`src/rtl/mmu_params.svh`:
```
`ifndef MMU_PARAMS_SVH
`define MMU_PARAMS_SVH

// Address widths
`define VADDR_W 32
`define PADDR_W 32
// Descriptor and memory read data
`define DATA_W 32

// First-level table base, 16 KB aligned
`define TBASE_W 18
// Domain field of a first-level descriptor
`define DOMAIN_W 4

// TLB entry count, 2 or more
`define TLB_ENTRIES 4
// Data flag + domain + status
`define FSR_W 9
`endif

```
`src/rtl/mmuFaultPkg.sv`:
```
`default_nettype none
`include "mmu_params.svh"

package mmuFaultPkg;

  // Status codes for translation faults
  typedef enum logic [3:0] {
    NOFAULT      = 4'b0000,
    SECTIONXLATE = 4'b0101,
    PAGEXLATE    = 4'b0111
  } faultStatus;

  // FSR layout, data flag on top
  typedef struct packed {
    logic                   dataFlag;
    logic [`DOMAIN_W-1:0]   domain;
    faultStatus             status;
  } fsrFields;

endpackage

`default_nettype wire

```
`src/rtl/mmuWalkPkg.sv`:
```
`default_nettype none

package mmuWalkPkg;

  // Walker FSM states
  typedef enum logic [2:0] {
    READY,
    FLD,
    COARSEFETCH,
    FINEFETCH,
    COARSED,
    FINED,
    FAULTFSR,
    FAULTFAR
  } walkState;

  // Mapping granularity held per TLB entry
  typedef enum logic [1:0] {SECTION, LARGE, SMALL, TINY} pageSize;

  // Descriptor bits 1:0 at each level
  typedef enum logic [1:0] {FLFAULT, FLCOARSE, FLSECTION, FLFINE} firstLevelKind;
  typedef enum logic [1:0] {SLFAULT, SLLARGE, SLSMALL, SLTINY} secondLevelKind;

endpackage

`default_nettype wire

```
`src/rtl/faultRegs.sv`:
```
`timescale 1ns/10ps
`default_nettype none
`include "mmu_params.svh"

module faultRegs
  import mmuFaultPkg::*;
(
  input  logic                  clk,
  input  logic                  reset,
  input  logic                  fsrWrite,
  input  logic                  farWrite,
  input  faultStatus            faultCode,
  input  logic [`DOMAIN_W-1:0]  faultDomain,
  input  logic                  dataAccess,
  input  logic [`VADDR_W-1:0]   virtAdr,
  output logic [`FSR_W-1:0]     faultStatusReg,
  output logic [`VADDR_W-1:0]   faultAddrReg
);

  fsrFields            fsrState;
  fsrFields            fsrNext;
  logic [`VADDR_W-1:0] farState;

  // Status word for the current fault
  assign fsrNext = '{dataFlag: dataAccess, domain: faultDomain, status: faultCode};

  // ====================
  // FSR and FAR
  // ====================
  always_ff @(posedge clk, posedge reset) begin
    if (reset) begin
      fsrState <= '0;
      farState <= '0;
    end else begin
      if (fsrWrite) begin
        fsrState <= fsrNext;
      end
      if (farWrite) begin
        farState <= virtAdr;
      end
    end
  end

  assign faultStatusReg = fsrState;
  assign faultAddrReg   = farState;

  // Walker only records real faults
  assert property (@(posedge clk) disable iff (reset) fsrWrite |-> faultCode != NOFAULT);

  // FAR lands the cycle after the FSR
  assert property (@(posedge clk) disable iff (reset) fsrWrite |=> farWrite);

endmodule

`default_nettype wire

```
`src/rtl/mmuTop.sv`:
```
`timescale 1ns/10ps
`default_nettype none
`include "mmu_params.svh"

module mmuTop
  import mmuWalkPkg::*;
  import mmuFaultPkg::*;
(
  input  logic                 clk,
  input  logic                 reset,
  // Requester
  input  logic                 requestPA,
  input  logic [`VADDR_W-1:0]  virtAdr,
  input  logic                 dataAccess,
  input  logic                 mmuEnable,
  input  logic [`TBASE_W-1:0]  tBase,
  input  logic                 tlbFlush,
  output logic                 paReady,
  output logic [`PADDR_W-1:0]  physAdr,
  output logic                 abort,
  // Memory read port
  output logic                 memRequest,
  output logic [`PADDR_W-1:0]  memAddr,
  input  logic                 memReady,
  input  logic [`DATA_W-1:0]   memRData,
  // Fault registers
  output logic [`FSR_W-1:0]    faultStatusReg,
  output logic [`VADDR_W-1:0]  faultAddrReg
);

  walkState             state;
  faultStatus           faultCode;
  pageSize              fillSize;
  logic                 tlbHit;
  logic                 tlbWrite;
  logic                 fsrWrite;
  logic                 farWrite;
  logic [`VADDR_W-1:0]  fillVirt;
  logic [`PADDR_W-1:0]  fillPhys;
  logic [`DOMAIN_W-1:0] faultDomain;

  // ====================
  // Walker FSM
  // ====================
  tableWalker walker (
    .clk        (clk),
    .reset      (reset),
    .requestPA  (requestPA),
    .dataAccess (dataAccess),
    .mmuEnable  (mmuEnable),
    .tlbHit     (tlbHit),
    .memReady   (memReady),
    .memRData   (memRData),
    .memRequest (memRequest),
    .tlbWrite   (tlbWrite),
    .fsrWrite   (fsrWrite),
    .farWrite   (farWrite),
    .paReady    (paReady),
    .abort      (abort),
    .faultCode  (faultCode),
    .state      (state)
  );

  // Fetch addresses and fill fields
  walkAddrGen addrGen (
    .clk         (clk),
    .reset       (reset),
    .state       (state),
    .memReady    (memReady),
    .memRData    (memRData),
    .virtAdr     (virtAdr),
    .tBase       (tBase),
    .memAddr     (memAddr),
    .fillVirt    (fillVirt),
    .fillPhys    (fillPhys),
    .fillSize    (fillSize),
    .faultDomain (faultDomain)
  );

  // Translation and bypass path
  tlbArray tlb (
    .clk        (clk),
    .reset      (reset),
    .flush      (tlbFlush),
    .enable     (mmuEnable),
    .lookupVirt (virtAdr),
    .hit        (tlbHit),
    .hitPhys    (physAdr),
    .write      (tlbWrite),
    .fillVirt   (fillVirt),
    .fillPhys   (fillPhys),
    .fillSize   (fillSize)
  );

  faultRegs faults (
    .clk            (clk),
    .reset          (reset),
    .fsrWrite       (fsrWrite),
    .farWrite       (farWrite),
    .faultCode      (faultCode),
    .faultDomain    (faultDomain),
    .dataAccess     (dataAccess),
    .virtAdr        (virtAdr),
    .faultStatusReg (faultStatusReg),
    .faultAddrReg   (faultAddrReg)
  );

endmodule

`default_nettype wire

```
`src/rtl/tableWalker.sv`:
```
`timescale 1ns/10ps
`default_nettype none
`include "mmu_params.svh"

module tableWalker
  import mmuWalkPkg::*;
  import mmuFaultPkg::*;
(
  input  logic                clk,
  input  logic                reset,
  input  logic                requestPA,
  input  logic                dataAccess,
  input  logic                mmuEnable,
  input  logic                tlbHit,
  input  logic                memReady,
  input  logic [`DATA_W-1:0]  memRData,
  output logic                memRequest,
  output logic                tlbWrite,
  output logic                fsrWrite,
  output logic                farWrite,
  output logic                paReady,
  output logic                abort,
  output faultStatus          faultCode,
  output walkState            state
);

  walkState       nextState;
  firstLevelKind  flKind;
  secondLevelKind slKind;
  faultStatus     levelCode;
  logic           served;
  logic           fetchState;

  // Kind of the descriptor on the read bus
  assign flKind = firstLevelKind'(memRData[1:0]);
  assign slKind = secondLevelKind'(memRData[1:0]);

  // States that own the memory port
  assign fetchState = (state == FLD) || (state == COARSEFETCH) || (state == FINEFETCH);

  // ====================
  // State register
  // ====================
  always_ff @(posedge clk, posedge reset) begin
    if (reset) begin
      state <= READY;
    end else if (!mmuEnable) begin
      // Disabling the MMU abandons any walk
      state <= READY;
    end else begin
      state <= nextState;
    end
  end

  // Next state
  always_comb begin
    nextState = state;
    case (state)
      READY: begin
        // Walk only for a fresh request that misses
        if (requestPA && !tlbHit && !served) begin
          nextState = FLD;
        end
      end
      FLD: begin
        if (memReady) begin
          case (flKind)
            FLFAULT:   nextState = FAULTFSR;
            FLCOARSE:  nextState = COARSEFETCH;
            FLSECTION: nextState = READY;
            default:   nextState = FINEFETCH;
          endcase
        end
      end
      COARSEFETCH: begin
        if (memReady) begin
          nextState = (slKind == SLFAULT) ? FAULTFSR : COARSED;
        end
      end
      FINEFETCH: begin
        if (memReady) begin
          nextState = (slKind == SLFAULT) ? FAULTFSR : FINED;
        end
      end
      // Fill cycle after a page descriptor
      COARSED:  nextState = READY;
      FINED:    nextState = READY;
      FAULTFSR: nextState = FAULTFAR;
      FAULTFAR: nextState = READY;
      default:  nextState = READY;
    endcase
  end

  // ====================
  // Request bookkeeping
  // ====================
  // One answer per request, cleared when requestPA drops
  always_ff @(posedge clk, posedge reset) begin
    if (reset) begin
      served <= 1'b0;
    end else if (!requestPA) begin
      served <= 1'b0;
    end else if (paReady || abort) begin
      served <= 1'b1;
    end
  end

  // Fault level follows the last fetch state
  always_ff @(posedge clk, posedge reset) begin
    if (reset) begin
      levelCode <= NOFAULT;
    end else if (state == FLD) begin
      levelCode <= SECTIONXLATE;
    end else if ((state == COARSEFETCH) || (state == FINEFETCH)) begin
      levelCode <= PAGEXLATE;
    end
  end

  // ====================
  // Outputs
  // ====================
  assign memRequest = fetchState;

  // Section fills straight off the bus, pages one cycle later
  assign tlbWrite = ((state == FLD) && memReady && (flKind == FLSECTION)) ||
                    (state == COARSED) || (state == FINED);

  // Hit or pass-through answers in the same cycle
  assign paReady = (state == READY) && requestPA && !served && (tlbHit || !mmuEnable);

  assign fsrWrite  = (state == FAULTFSR);
  assign farWrite  = (state == FAULTFAR);
  assign abort     = (state == FAULTFAR);
  assign faultCode = (state == FAULTFSR) ? levelCode : NOFAULT;

  // Requester never sees both strobes
  assert property (@(posedge clk) disable iff (reset) !(paReady && abort));

  // Memory is read only for a pending request
  assert property (@(posedge clk) disable iff (reset) memRequest |-> requestPA);

  // Walker waits on memory
  assert property (@(posedge clk) disable iff (reset)
    (fetchState && !memReady && mmuEnable) |=> $stable(state));

endmodule

`default_nettype wire

```
`src/rtl/tlbArray.sv`:
```
`timescale 1ns/10ps
`default_nettype none
`include "mmu_params.svh"

module tlbArray
  import mmuWalkPkg::*;
(
  input  logic                 clk,
  input  logic                 reset,
  input  logic                 flush,
  input  logic                 enable,
  input  logic [`VADDR_W-1:0]  lookupVirt,
  output logic                 hit,
  output logic [`PADDR_W-1:0]  hitPhys,
  input  logic                 write,
  input  logic [`VADDR_W-1:0]  fillVirt,
  input  logic [`PADDR_W-1:0]  fillPhys,
  input  pageSize              fillSize
);

  localparam int PTR_W = $clog2(`TLB_ENTRIES);

  logic [`TLB_ENTRIES-1:0] entryValid;
  logic [`VADDR_W-1:0]     entryVirt [`TLB_ENTRIES];
  logic [`PADDR_W-1:0]     entryPhys [`TLB_ENTRIES];
  pageSize                 entrySize [`TLB_ENTRIES];
  logic [`TLB_ENTRIES-1:0] hitVec;
  logic [PTR_W-1:0]        victim;
  logic [`PADDR_W-1:0]     transPhys;

  // Offset bits kept from the virtual address
  function automatic logic [`VADDR_W-1:0] offsetMask(input pageSize size);
    int unsigned bits;
    case (size)
      SECTION: bits = 20;
      LARGE:   bits = 16;
      SMALL:   bits = 12;
      default: bits = 10;
    endcase
    offsetMask = ~({`VADDR_W{1'b1}} << bits);
  endfunction

  // ====================
  // Lookup
  // ====================
  always_comb begin
    transPhys = lookupVirt;
    for (int i = 0; i < `TLB_ENTRIES; i++) begin
      // Tags are stored page aligned
      hitVec[i] = entryValid[i] &&
                  ((lookupVirt & ~offsetMask(entrySize[i])) == entryVirt[i]);
      if (hitVec[i]) begin
        transPhys = entryPhys[i] | (lookupVirt & offsetMask(entrySize[i]));
      end
    end
  end

  assign hit = |hitVec;

  // Disabled MMU passes addresses through
  assign hitPhys = enable ? transPhys : lookupVirt;

  // ====================
  // Fill and flush
  // ====================
  always_ff @(posedge clk, posedge reset) begin
    if (reset) begin
      entryValid <= '0;
      victim     <= '0;
    end else begin
      if (flush) begin
        entryValid <= '0;
      end else if (write) begin
        entryValid[victim] <= 1'b1;
      end
      // Round robin victim
      if (write) begin
        victim <= (victim == PTR_W'(`TLB_ENTRIES - 1)) ? '0 : victim + 1'b1;
      end
    end
  end

  // Entry payload
  always_ff @(posedge clk) begin
    if (write) begin
      entryVirt[victim] <= fillVirt;
      entryPhys[victim] <= fillPhys;
      entrySize[victim] <= fillSize;
    end
  end

  // Fills only follow misses, so no overlap
  assert property (@(posedge clk) disable iff (reset) $onehot0(hitVec));

endmodule

`default_nettype wire

```
`src/rtl/walkAddrGen.sv`:
```
`timescale 1ns/10ps
`default_nettype none
`include "mmu_params.svh"

module walkAddrGen
  import mmuWalkPkg::*;
(
  input  logic                  clk,
  input  logic                  reset,
  input  walkState              state,
  input  logic                  memReady,
  input  logic [`DATA_W-1:0]    memRData,
  input  logic [`VADDR_W-1:0]   virtAdr,
  input  logic [`TBASE_W-1:0]   tBase,
  output logic [`PADDR_W-1:0]   memAddr,
  output logic [`VADDR_W-1:0]   fillVirt,
  output logic [`PADDR_W-1:0]   fillPhys,
  output pageSize               fillSize,
  output logic [`DOMAIN_W-1:0]  faultDomain
);

  logic [`DATA_W-1:0]   descReg;
  logic [`DOMAIN_W-1:0] domainReg;
  logic [`DATA_W-1:0]   finalDesc;
  secondLevelKind       slKind;
  logic                 descAccept;

  // Descriptor accepted at the end of a ready fetch cycle
  assign descAccept = memReady &&
                      ((state == FLD) || (state == COARSEFETCH) || (state == FINEFETCH));

  // ====================
  // Descriptor capture
  // ====================
  always_ff @(posedge clk, posedge reset) begin
    if (reset) begin
      descReg   <= '0;
      domainReg <= '0;
    end else if (descAccept) begin
      descReg <= memRData;
      // Domain lives in first-level bits 8:5
      if (state == FLD) begin
        domainReg <= memRData[8:5];
      end
    end
  end

  assign faultDomain = domainReg;

  // ====================
  // Fetch address
  // ====================
  always_comb begin
    case (state)
      // Coarse table index from bits 19:12
      COARSEFETCH: memAddr = {descReg[31:10], virtAdr[19:12], 2'b00};
      // Fine table index from bits 19:10
      FINEFETCH:   memAddr = {descReg[31:12], virtAdr[19:10], 2'b00};
      // First-level index, also idle value
      default:     memAddr = {tBase, virtAdr[31:20], 2'b00};
    endcase
  end

  // ====================
  // TLB fill fields
  // ====================
  // Section comes from the bus, page from the register
  assign finalDesc = (state == FLD) ? memRData : descReg;
  assign slKind    = secondLevelKind'(finalDesc[1:0]);

  always_comb begin
    if (state == FLD) begin
      fillSize = SECTION;
      fillPhys = {finalDesc[31:20], 20'b0};
      fillVirt = {virtAdr[31:20], 20'b0};
    end else begin
      case (slKind)
        SLLARGE: begin
          fillSize = LARGE;
          fillPhys = {finalDesc[31:16], 16'b0};
          fillVirt = {virtAdr[31:16], 16'b0};
        end
        SLTINY: begin
          fillSize = TINY;
          fillPhys = {finalDesc[31:10], 10'b0};
          fillVirt = {virtAdr[31:10], 10'b0};
        end
        default: begin
          fillSize = SMALL;
          fillPhys = {finalDesc[31:12], 12'b0};
          fillVirt = {virtAdr[31:12], 12'b0};
        end
      endcase
    end
  end

endmodule

`default_nettype wire
```
`config.mk`:
```
export PLATFORM = sky130hd
export DESIGN_NAME = mmuTop
export DESIGN_NICKNAME = d
export VERILOG_FILES = /design/src/rtl/mmuFaultPkg.sv /design/src/rtl/mmuWalkPkg.sv /design/src/rtl/faultRegs.sv /design/src/rtl/mmuTop.sv /design/src/rtl/tableWalker.sv /design/src/rtl/tlbArray.sv /design/src/rtl/walkAddrGen.sv
export VERILOG_INCLUDE_DIRS = /design/src /design/src/rtl
export SDC_FILE = /design/constraint.sdc
export NUM_CORES = 1
export LEC_CHECK = 0
export BUFFER_PORTS_ARGS = -buffer_cell sky130_fd_sc_hd__buf_2
export CAP_MARGIN = 30
export CORE_ASPECT_RATIO = 1.2
export CORE_UTILIZATION = 40
export DETAILED_ROUTE_END_ITERATION = 8
export SLEW_MARGIN = 5
export SYNTH_ARGS = -nofsm -noshare
export SYNTH_HDL_FRONTEND = slang
export SYNTH_SLANG_ARGS = --single-unit
```
`constraint.sdc`:
```
create_clock -name clk -period 11.4 [get_ports clk]
set_input_delay 2.28 -clock clk [delete_from_list [all_inputs] [get_ports clk]]
set_output_delay 2.28 -clock clk [all_outputs]
set_load 0.02 [all_outputs]
```
Yosys cells after proc, flatten, opt, wreduce, memory -nomap -nowiden
Memory sizes are Yosys's and may differ from the RTL's. Cells that the tools add are included.

Register bits: 91. Memory bits (writable): 264. Input bits: 89. Output and inout bits: 108. Logic and storage cells: 155. Memories: 3.

Add/sub/neg operators: 1. Magnitude comparators: 2. Eq/ne operators: 29. Shift operators: 8. Mux-type cells: 41. Bitwise operators: 25. Reductions and logical operators: 35.

Memory list: tlb.entryPhys (depth 4, bits a word 32, rd ports 4, clocked after Yosys merged registers in 0, wr ports 1, RTL line tlbArray.sv:25) `` logic [`PADDR_W-1:0] entryPhys [`TLB_ENTRIES]; ``; tlb.entryVirt (depth 4, bits a word 32, rd ports 4, clocked after Yosys merged registers in 0, wr ports 1, RTL line tlbArray.sv:24) `` logic [`VADDR_W-1:0] entryVirt [`TLB_ENTRIES]; ``; tlb.entrySize (depth 4, bits a word 2, rd ports 4, clocked after Yosys merged registers in 0, wr ports 1, RTL line tlbArray.sv:26) `` pageSize entrySize [`TLB_ENTRIES]; ``.

Operators by type and width (number): 32-bit NOT (12); 32-bit 2-to-1 mux (10); 32-bit AND (8); 32-bit equality test (4); 32-bit bitwise OR (4); 32-bit by 32-bit << shifter with 32-bit output, first input constant (4); 32-bit by 5-bit << shifter with 32-bit output, first input constant (4); 16-bit case mux with 2 select lines (2); 32-bit case mux with 2 select lines (1); 5-bit case mux with 3 select lines (4); 20-bit 2-to-1 mux (2); 3-bit case mux with 6 select lines (1); 4-bit 2-to-1 mux (4); 3-bit 2-to-1 mux (5); 2-bit equality test, second input constant (7); 1-bit logical AND (13); 2-bit by 1-bit equality test with 1-bit output, second input constant (6); 3-bit equality test, second input constant (4); 2-bit zero test (5); 3-bit != test, second input constant (3); 3-bit case mux with 3 select lines (1); 2-bit 2-to-1 mux (4); 1-bit logical OR (7); 3-bit by 2-bit equality test with 1-bit output, second input constant (2); other kinds (17) (24).

Longest topological paths before layout
Gate-level depths: netlist of the first run. An unclocked memory read counts as a cell.

Depth after elaboration: 19. Mapped depth: 10. Mapped depth without buffers: 7.

Cells and area by module
From an unflattened synthesis of the first run, not the netlist that was laid out.

Cells, all modules: 1167. Area, all modules: 15757.6 um^2.

Modules (own cells, without submodules): tlbArray (instances 1, cells each 835, area each 11588.6 um^2, sequential area each 8077.7 um^2); walkAddrGen (instances 1, cells each 193, area each 2069.5 um^2, sequential area each 700.7 um^2); faultRegs (instances 1, cells each 88, area each 1680.4 um^2, sequential area each 1026.0 um^2); tableWalker (instances 1, cells each 51, area each 419.2 um^2, sequential area each 150.1 um^2).

Worst setup path after synthesis of the first run
Ideal clock, no wire load.

Kind: in2out. From: in virtAdr[22]. To: out physAdr[16]. Data arrival time: 4.578 ns. Data required time: 9.120 ns. Setup slack: 4.542 ns. Cell stages on the path: 9. Buffers on the path: 2. Cells stage by stage: clkbuf_1 xnor2_1 nand2_1 or4_4 nor4_4 buf_6 and2_1 o31ai_1 a31oi_1.

Word-level cells in the longest chain between the ends: 8. Elaborated cells on any way between the ends: 17. Those cells by class: eq/ne (4); mux (5); bitwise (4); reduce/logical (4).

Ends and longest elaborated chain: from (decl) (RTL line mmuTop.sv:13) `` input logic [`VADDR_W-1:0] virtAdr, ``; 32-bit AND (RTL line tlbArray.sv:51) `((lookupVirt & ~offsetMask(entrySize[i])) == entryVirt[i]);`; 32-bit equality test (RTL line tlbArray.sv:51); 1-bit logical AND (RTL line tlbArray.sv:50) `hitVec[i] = entryValid[i] &&`; 32-bit 2-to-1 mux (3 in series) (RTL line tlbArray.sv:52) `if (hitVec[i]) begin`; 32-bit 2-to-1 mux * (RTL line tlbArray.sv:52); 32-bit 2-to-1 mux * (RTL line tlbArray.sv:61) `assign hitPhys = enable ? transPhys : lookupVirt;`; to (decl) (RTL line mmuTop.sv:19) `` output logic [`PADDR_W-1:0] physAdr, ``.

Mark *: on every way between the ends. The rest lies on a longest branch, timed or not.

Worst setup path in the final report of the first run
From: in virtAdr[16]. To: out physAdr[20].

The elaborated chain is that of the path after synthesis.

==> results of run 1 <==
-- final timing paths --
path | to | start | slack [ns] | depth (start not counted)
max | physAdr[20] | virtAdr[16] | 3.58 | 10
min | walker.levelCode[0] | walker.levelCode[0] | 0.47 | 1
max reg2reg | walker.state[0] | tlb.entrySize[2][1] | 7.85 | 7
min reg2reg | walker.levelCode[0] | walker.levelCode[0] | 0.47 | 1
max in group asynchronous | faults.faultAddrReg[4] | reset | 8.55 | 3
min in group asynchronous | addrGen.descReg[24] | reset | 1.81 | 2
-- per-layer routing --
| layer | share of wire [%] | GRT usage [%] |
|---|---|---|
| met2 | 48 | 36.0 |
| met1 | 42 | 29.4 |
| met4 | 3.1 | 7.88 |
| met3 | 7.4 | 3.75 |
| met5 | 0 | 0 |
-- where the power goes --
part | internal [mW] | switching (mW)
clock | 0.605 | 0.386
combinational | 0.162 | 0.251
sequential | 1.16 | 0.0584
-- cell type report --
type	count	area (µm²)	share of cell area, %
antenna	1	2.50	0.0167
clock buffer	35	790	5.28
clock inverter	17	226	1.52
inverter	21	80.1	0.536
multi-input combinational	694	4740	31.7
sequential	263	7500	50.2
tap	401	502	3.36
timing repair buffer	207	1100	7.34
-- sequential cells by signal (all words and copies together) (netlist names) --
name	count
faults.faultStatusReg	7
walker.state	3
tlb.entrySize	8
walker.served	1
addrGen.faultDomain	4
addrGen.descReg	24
walker.levelCode	2
faults.faultAddrReg	32
tlb.victim	2
tlb.entryValid	4
tlb.entryPhys	88
tlb.entryVirt	88
-- cell usage in the layout, fill, tap and decap left out, types with 7 or more instances in the layout --
master / n
sky130_fd_sc_hd__buf_2: 189
sky130_fd_sc_hd__and2_1: 10
sky130_fd_sc_hd__xor2_1: 29
sky130_fd_sc_hd__nand3_1: 10
sky130_fd_sc_hd__a31oi_1: 12
sky130_fd_sc_hd__a21oi_1: 42
sky130_fd_sc_hd__nor2b_1: 16
sky130_fd_sc_hd__a22oi_2: 7
sky130_fd_sc_hd__clkbuf_16: 30
sky130_fd_sc_hd__nand4_1: 10
sky130_fd_sc_hd__edfxtp_1: 184
sky130_fd_sc_hd__mux2i_1: 21
sky130_fd_sc_hd__a32oi_1: 10
sky130_fd_sc_hd__nand2b_1: 21
sky130_fd_sc_hd__inv_1: 19
sky130_fd_sc_hd__o21ai_0: 38
sky130_fd_sc_hd__dfrtp_1: 79
sky130_fd_sc_hd__buf_4: 16
sky130_fd_sc_hd__mux2_2: 74
sky130_fd_sc_hd__o31a_1: 7
sky130_fd_sc_hd__nand2_1: 138
sky130_fd_sc_hd__nor2_1: 34
sky130_fd_sc_hd__a211o_1: 12
sky130_fd_sc_hd__xnor2_1: 28
sky130_fd_sc_hd__nor4_1: 11
sky130_fd_sc_hd__a22oi_1: 10
sky130_fd_sc_hd__o32ai_1: 7
sky130_fd_sc_hd__nor3_1: 38
-- worst max-delay path, delay by kind of cell --
kind	cells	cell delay [ns]
simple gates	5	1.93
compound gates	2	0.44
buf+inv	3	0.87
-- kinds of logic after synthesis --
group,Yosys count,synth area share (%)
compound gates,202,11.3
simple gates,330,13.0
other cells,1,0.0296
flops,263,59.2
buf+inv,109,3.63
mux,98,8.50
fa+ha+maj,4,0.395
xor+xnor,57,3.94
-- through the flow --
stage	cells	worst slack, ns
final	1639	3.58
after global routing	1638	3.40
after CTS	1637	3.58
after detailed placement	1585	3.59
after global placement	1583	3.63
after floorplan	1066	4.54
==> impl_summary.txt, run 1 <==
----------------------------------------------------
[Synthesis]
  Cell taking the most area after synthesis ... sky130_fd_sc_hd__edfxtp_1
  Sequential element share of the synthesized area ... about three fifths
  Yosys cell types ... 75
  Synth Register Bits ... about 260
  Number of flops mapped to enable cells by yosys ... 184
  Cell area after technology mapping ... 12,700 µm²
  Synthesis Warnings ... 0
  Instance count of the mapped netlist ... roughly 1,100
  Top-count cell post-synth ... sky130_fd_sc_hd__edfxtp_1
  Post-Syn Area per Cell ... 11.9 µm²
  Most used standard cells in the synthesized netlist ... sky130_fd_sc_hd__edfxtp_1 (184), sky130_fd_sc_hd__nand2_1 (138), sky130_fd_sc_hd__dfrtp_1 (79), sky130_fd_sc_hd__mux2_2 (74), sky130_fd_sc_hd__clkbuf_1 (66)
  Async set-reset flop share out of synthesis ... a little under a third
  Area contributors post-synth ... sky130_fd_sc_hd__edfxtp_1 (44%), sky130_fd_sc_hd__dfrtp_1 (16%), sky130_fd_sc_hd__mux2_2 (6.6%)
  Top cell type's share of synthesized area ... a little over two fifths
  Post-synth top flop ... sky130_fd_sc_hd__edfxtp_1

[Clocking]
  Clock slew at reported path FFs ... 0.06 ns
  Number of buffers between clock root and the deepest sink ... 3
  Clock Sink Count ... around 260
  CTS hold repair buffers ... 0
  Clk root buf ... sky130_fd_sc_hd__clkbuf_16
  CTS H-tree depth ... 1
  Clock tree from TritonCTS ... done
  Later-pin clock latency in the skew report ... roughly 0.55 ns
  Post-CTS setup-driven buffer insertion count ... 0
  Cts repair resizes ... 0
  Number of buffers created by CTS ... 28

[STA]
  Final-report setup violation count ... 0
  Final Hold Vio Count ... 0
  Min Hold Slack ... approximately 0.47 ns
  Total negative slack ... 0 ns
  Post-route clock period utilization ... 68.6%
  Slew Limit Headroom ... 36.3%
  Final max-slew violation count ... 0
  Unrepaired setup endpoints after global routing ... false
  FMAX ... 0.128 GHz
  Worst-margin pin slew ... 0.952 ns
  Post-layout minimum cycle time ... roughly 7.8 ns
  Post-route clock skew ... 0.0116 ns

[Route]
  Number of nets with antenna violations after routing ... 0
  Final wirelength ... 35,300 µm
  Iter 0 DRT Violations ... roughly 750
  Via count of the routed design ... 9,217
  Remaining DRCs ... 0
  Router iterations before antenna repair ... 7
  Average routed wire per standard cell ... 21.5 µm
  Via density per instance ... 5.62

[Setup path]
  Worst EP arrival ... 5.54 ns
  CP dominant cell by count ... sky130_fd_sc_hd__buf_2
  Max stage delay on crit path ... 0.69 ns
  Crit-path cells ... buf_2 -> nand2b_1 -> o2111ai_1 -> nor4_1 -> nand4b_1 -> nor2_2 -> nor3_1 -> buf_4 -> a22oi_1 -> buf_2
  Required time reported for the critical path endpoint ... 9.12 ns
  Slowest cell on crit path ... sky130_fd_sc_hd__nand4b_1
  Critical Path End Type ... output port
  Category of the worst setup path launch point ... input pin
  WS Path Type ... input pin to output port
  Critical path fanouts, max ... 18

[Global routing]
  Global-route wire length before repair ... between 50,000 and 60,000 µm
  Maximum number of pins on one net before global-route repair ... 48
  Vias in the first global route ... 8,937
  Overall Global Routing Usage ... 22.0%
  Total global routing overflow ... 0
  Number of antenna violations at the first check in global routing ... 1

[Final layout]
  Share of post-route cells with drive strength above 1 ... 28.6%
  Area of all placed cells without fillers ... 14,900 µm²
  Utilization after layout ... 47.8%
  Relative area change from synthesis to final layout ... 17.9%
  Fin nets ... 1,308
  Fill cell count ... 2,843

[Worst hold path]
  Hold Path Class ... flop to flop

[Die]
  Number of top-level design ports ... 197
  Die W ... roughly 160 µm
  Floorplan die area ... between 30,000 and 40,000 µm²
  Die H ... 197 µm
  Placeable core area ... 31,300 µm²
  Cell Rows ... ~70
  Initial core utilization ... around 41%

[Placement]
  Number of input and output port buffers inserted ... 189
  DPL Wire Length ... 23,100 µm
  Standard cell area after detailed placement ... 13,900 µm²
  Final RePlAce weighted congestion ... around 0.9

[Power and ir drop]
  Leakage power summed over all cells ... roughly 5.7 nW
  Largest voltage drop on the vdd net ... between 100 and 150 µV
  Pwr Density ... between 150 and 200 nW/µm²
  Overall power ... 2.63 mW

[Status]
  Run status ... complete, no violations

[Run]
  MaxCap Viol Count ... 0

----------------------------------------------------
Note: power is estimated with default switching activity, not from simulation.
==> inputs of run 2 (changes only) <==
==> constraint.sdc (replaced) <==
create_clock -name clk -period 7.3 [get_ports clk]
set_input_delay 1.46 -clock clk [delete_from_list [all_inputs] [get_ports clk]]
set_output_delay 1.46 -clock clk [all_outputs]
set_load 0.02 [all_outputs]
==> impl_summary.txt, run 2 (synthesized netlist as in run 1, its figures left out) <==
----------------------------------------------------
[Route]
  Met2 Routed Length ... 17,200 µm
  Iter 0 DRT Violations ... 731
  Via count of the routed design ... 9,262
  Number of nets with antenna violations after routing ... 0
  Router iterations before antenna repair ... 5
  Via density per instance ... ~5.6
  Top routing layer in use ... met4
  Average routed wire per standard cell ... 21.5 µm
  Total met3 wirelength after detailed routing ... 2430 µm
  Metal1 wirelength ... ~15,000 µm
  Remaining DRCs ... 0
  Final wirelength ... 35,300 µm

[Power and ir drop]
  Leakage power summed over all cells ... ~5.7 nW
  Overall power ... between 3 and 4 mW
  Pwr Density ... 264 nW/µm²
  Largest voltage drop on the vdd net ... 216 µV

[Final layout]
  Highest-count cells in the layout ignoring fill and taps ... sky130_fd_sc_hd__buf_2 (189), sky130_fd_sc_hd__edfxtp_1 (184), sky130_fd_sc_hd__nand2_1 (138), sky130_fd_sc_hd__dfrtp_1 (79), sky130_fd_sc_hd__mux2_2 (74)
  Fill cell count ... a little under 3,000
  Relative area change from synthesis to final layout ... 16.8%
  # diodes ... 0
  Final Non-Filler Cells ... 1,640
  Leading cell type in the layout, fill and taps excluded ... sky130_fd_sc_hd__buf_2
  Fin nets ... 1,310
  Share of post-route cells with drive strength above 1 ... 28.7%

[Die]
  Cell Rows ... 71
  Number of top-level design ports ... 197
  Die H ... between 150 and 200 µm
  Placeable core area ... 31,300 µm²
  Die W ... 165 µm
  Floorplan die area ... 32,400 µm²
  Initial core utilization ... 40.5%

[Global routing]
  Vias in the first global route ... 9,023
  Global-route wire length before repair ... between 50,000 and 60,000 µm
  Number of antenna violations at the first check in global routing ... 0
  Overall Global Routing Usage ... 21.9%
  Total global routing overflow ... 0
  Maximum number of pins on one net before global-route repair ... 48

[STA]
  Post-route clock period utilization ... around 84%
  Worst-margin pin slew ... 0.972 ns
  Total negative slack ... 0 ns
  Post-route clock skew ... 0.0142 ns
  Final-report setup violation count ... 0
  Unrepaired setup endpoints after global routing ... false
  Final max-slew violation count ... 0
  Final Hold Vio Count ... 0
  FMAX ... 0.162 GHz
  Post-layout minimum cycle time ... just over 6 ns
  Slew Limit Headroom ... 35.2%
  Min Hold Slack ... 0.471 ns

[Clocking]
  Number of buffers between clock root and the deepest sink ... 3
  Number of buffers created by CTS ... 28
  Clk root buf ... sky130_fd_sc_hd__clkbuf_16
  CTS H-tree depth ... 1
  Post-CTS setup-driven buffer insertion count ... 0
  Clock slew at reported path FFs ... ~0.06 ns
  Clock Sink Count ... approximately 260
  Clock tree from TritonCTS ... done
  CTS hold repair buffers ... 0
  Cts repair resizes ... 0
  Later-pin clock latency in the skew report ... about 0.55 ns

[Setup path]
  Critical path fanouts, max ... 12
  Category of the worst setup path launch point ... input pin
  Critical Path End Type ... output port
  Required time reported for the critical path endpoint ... 5.84 ns
  WS Path Type ... input pin to output port
  Worst EP arrival ... 4.70 ns

[Status]
  Run status ... complete, no violations

[Worst hold path]
  Hold Path Class ... flop to flop

[Placement]
  Number of placed instances, taps included ... roughly 1,600
  Number of input and output port buffers inserted ... 189
  DPL Wire Length ... 23,400 µm
  Final RePlAce weighted congestion ... 0.874

[Run]
  MaxCap Viol Count ... 0

----------------------------------------------------
## run 2: cell count changes in the layout (fill, tap and decap cells not counted), sizes merged
cell	change
diode	-1
clkinv	+3
bufinv	-5
clkbuf	+2
buf	+2
## run 2: path summary, 6_finish.rpt
path | slack (ns) | cells after the start | endpoint | from
min in group asynchronous | 0.99 | 2 | addrGen.descReg[24] | reset
max in group asynchronous | 5.23 | 3 | faults.faultAddrReg[6] | reset
setup / recovery | 1.14 | 9 | physAdr[20] | virtAdr[31]
setup reg to reg | 3.71 | 7 | walker.state[0] | tlb.entrySize[2][1]
hold / removal | 0.47 | 2 | faults.faultAddrReg[29] | faults.faultAddrReg[29]
hold reg to reg | 0.47 | 2 | faults.faultAddrReg[29] | faults.faultAddrReg[29]
## run 2: final cells by class
cell class,count,area (µm²),share of cell area [%]
Sequential cell,263,7500,50.7
Multi-Input combinational cell,694,4740,32.0
Timing Repair Buffer,209,1120,7.54
Clock buffer,37,786,5.31
Tap cell,401,502,3.39
Clock inverter,15,83.8,0.566
Inverter,21,80.1,0.541
## run 2: critical path, cell delays in order
cell and delay, ns:
sky130_fd_sc_hd__buf_2 0.32, sky130_fd_sc_hd__xor2_1 0.13, sky130_fd_sc_hd__or4_1 0.49, sky130_fd_sc_hd__nor4b_2 0.24, sky130_fd_sc_hd__nand4_1 0.58, sky130_fd_sc_hd__or2_1 0.73, sky130_fd_sc_hd__mux2i_1 0.21, sky130_fd_sc_hd__a22oi_1 0.29
sky130_fd_sc_hd__buf_2 0.23
## run 2: power breakdown
| group | switching (mW) | internal, mW | total (mW) |
|---|---|---|---|
| sequential | 0.0925 | 1.82 | 1.91 |
| clock | 0.594 | 0.758 | 1.35 |
| combinational | 0.391 | 0.251 | 0.642 |
## run 2: metal layers
metal	vias up	global-route usage [%]
li1	4206	-
met1	4593	28.6
met2	401	37.0
met3	62	3.09
met4	0	7.54
met5	-	0
## run 2: through the flow
step                      util, %  setup slack, ns  cell area (µm²)
after CTS                    47.3             1.18            14800
final                        47.4             1.14            14800
after global routing         47.4             1.03            14800
after detailed placement     44.5             1.22            13900
after global placement       44.5             1.20            13900
after floorplan                 -             2.08            12700
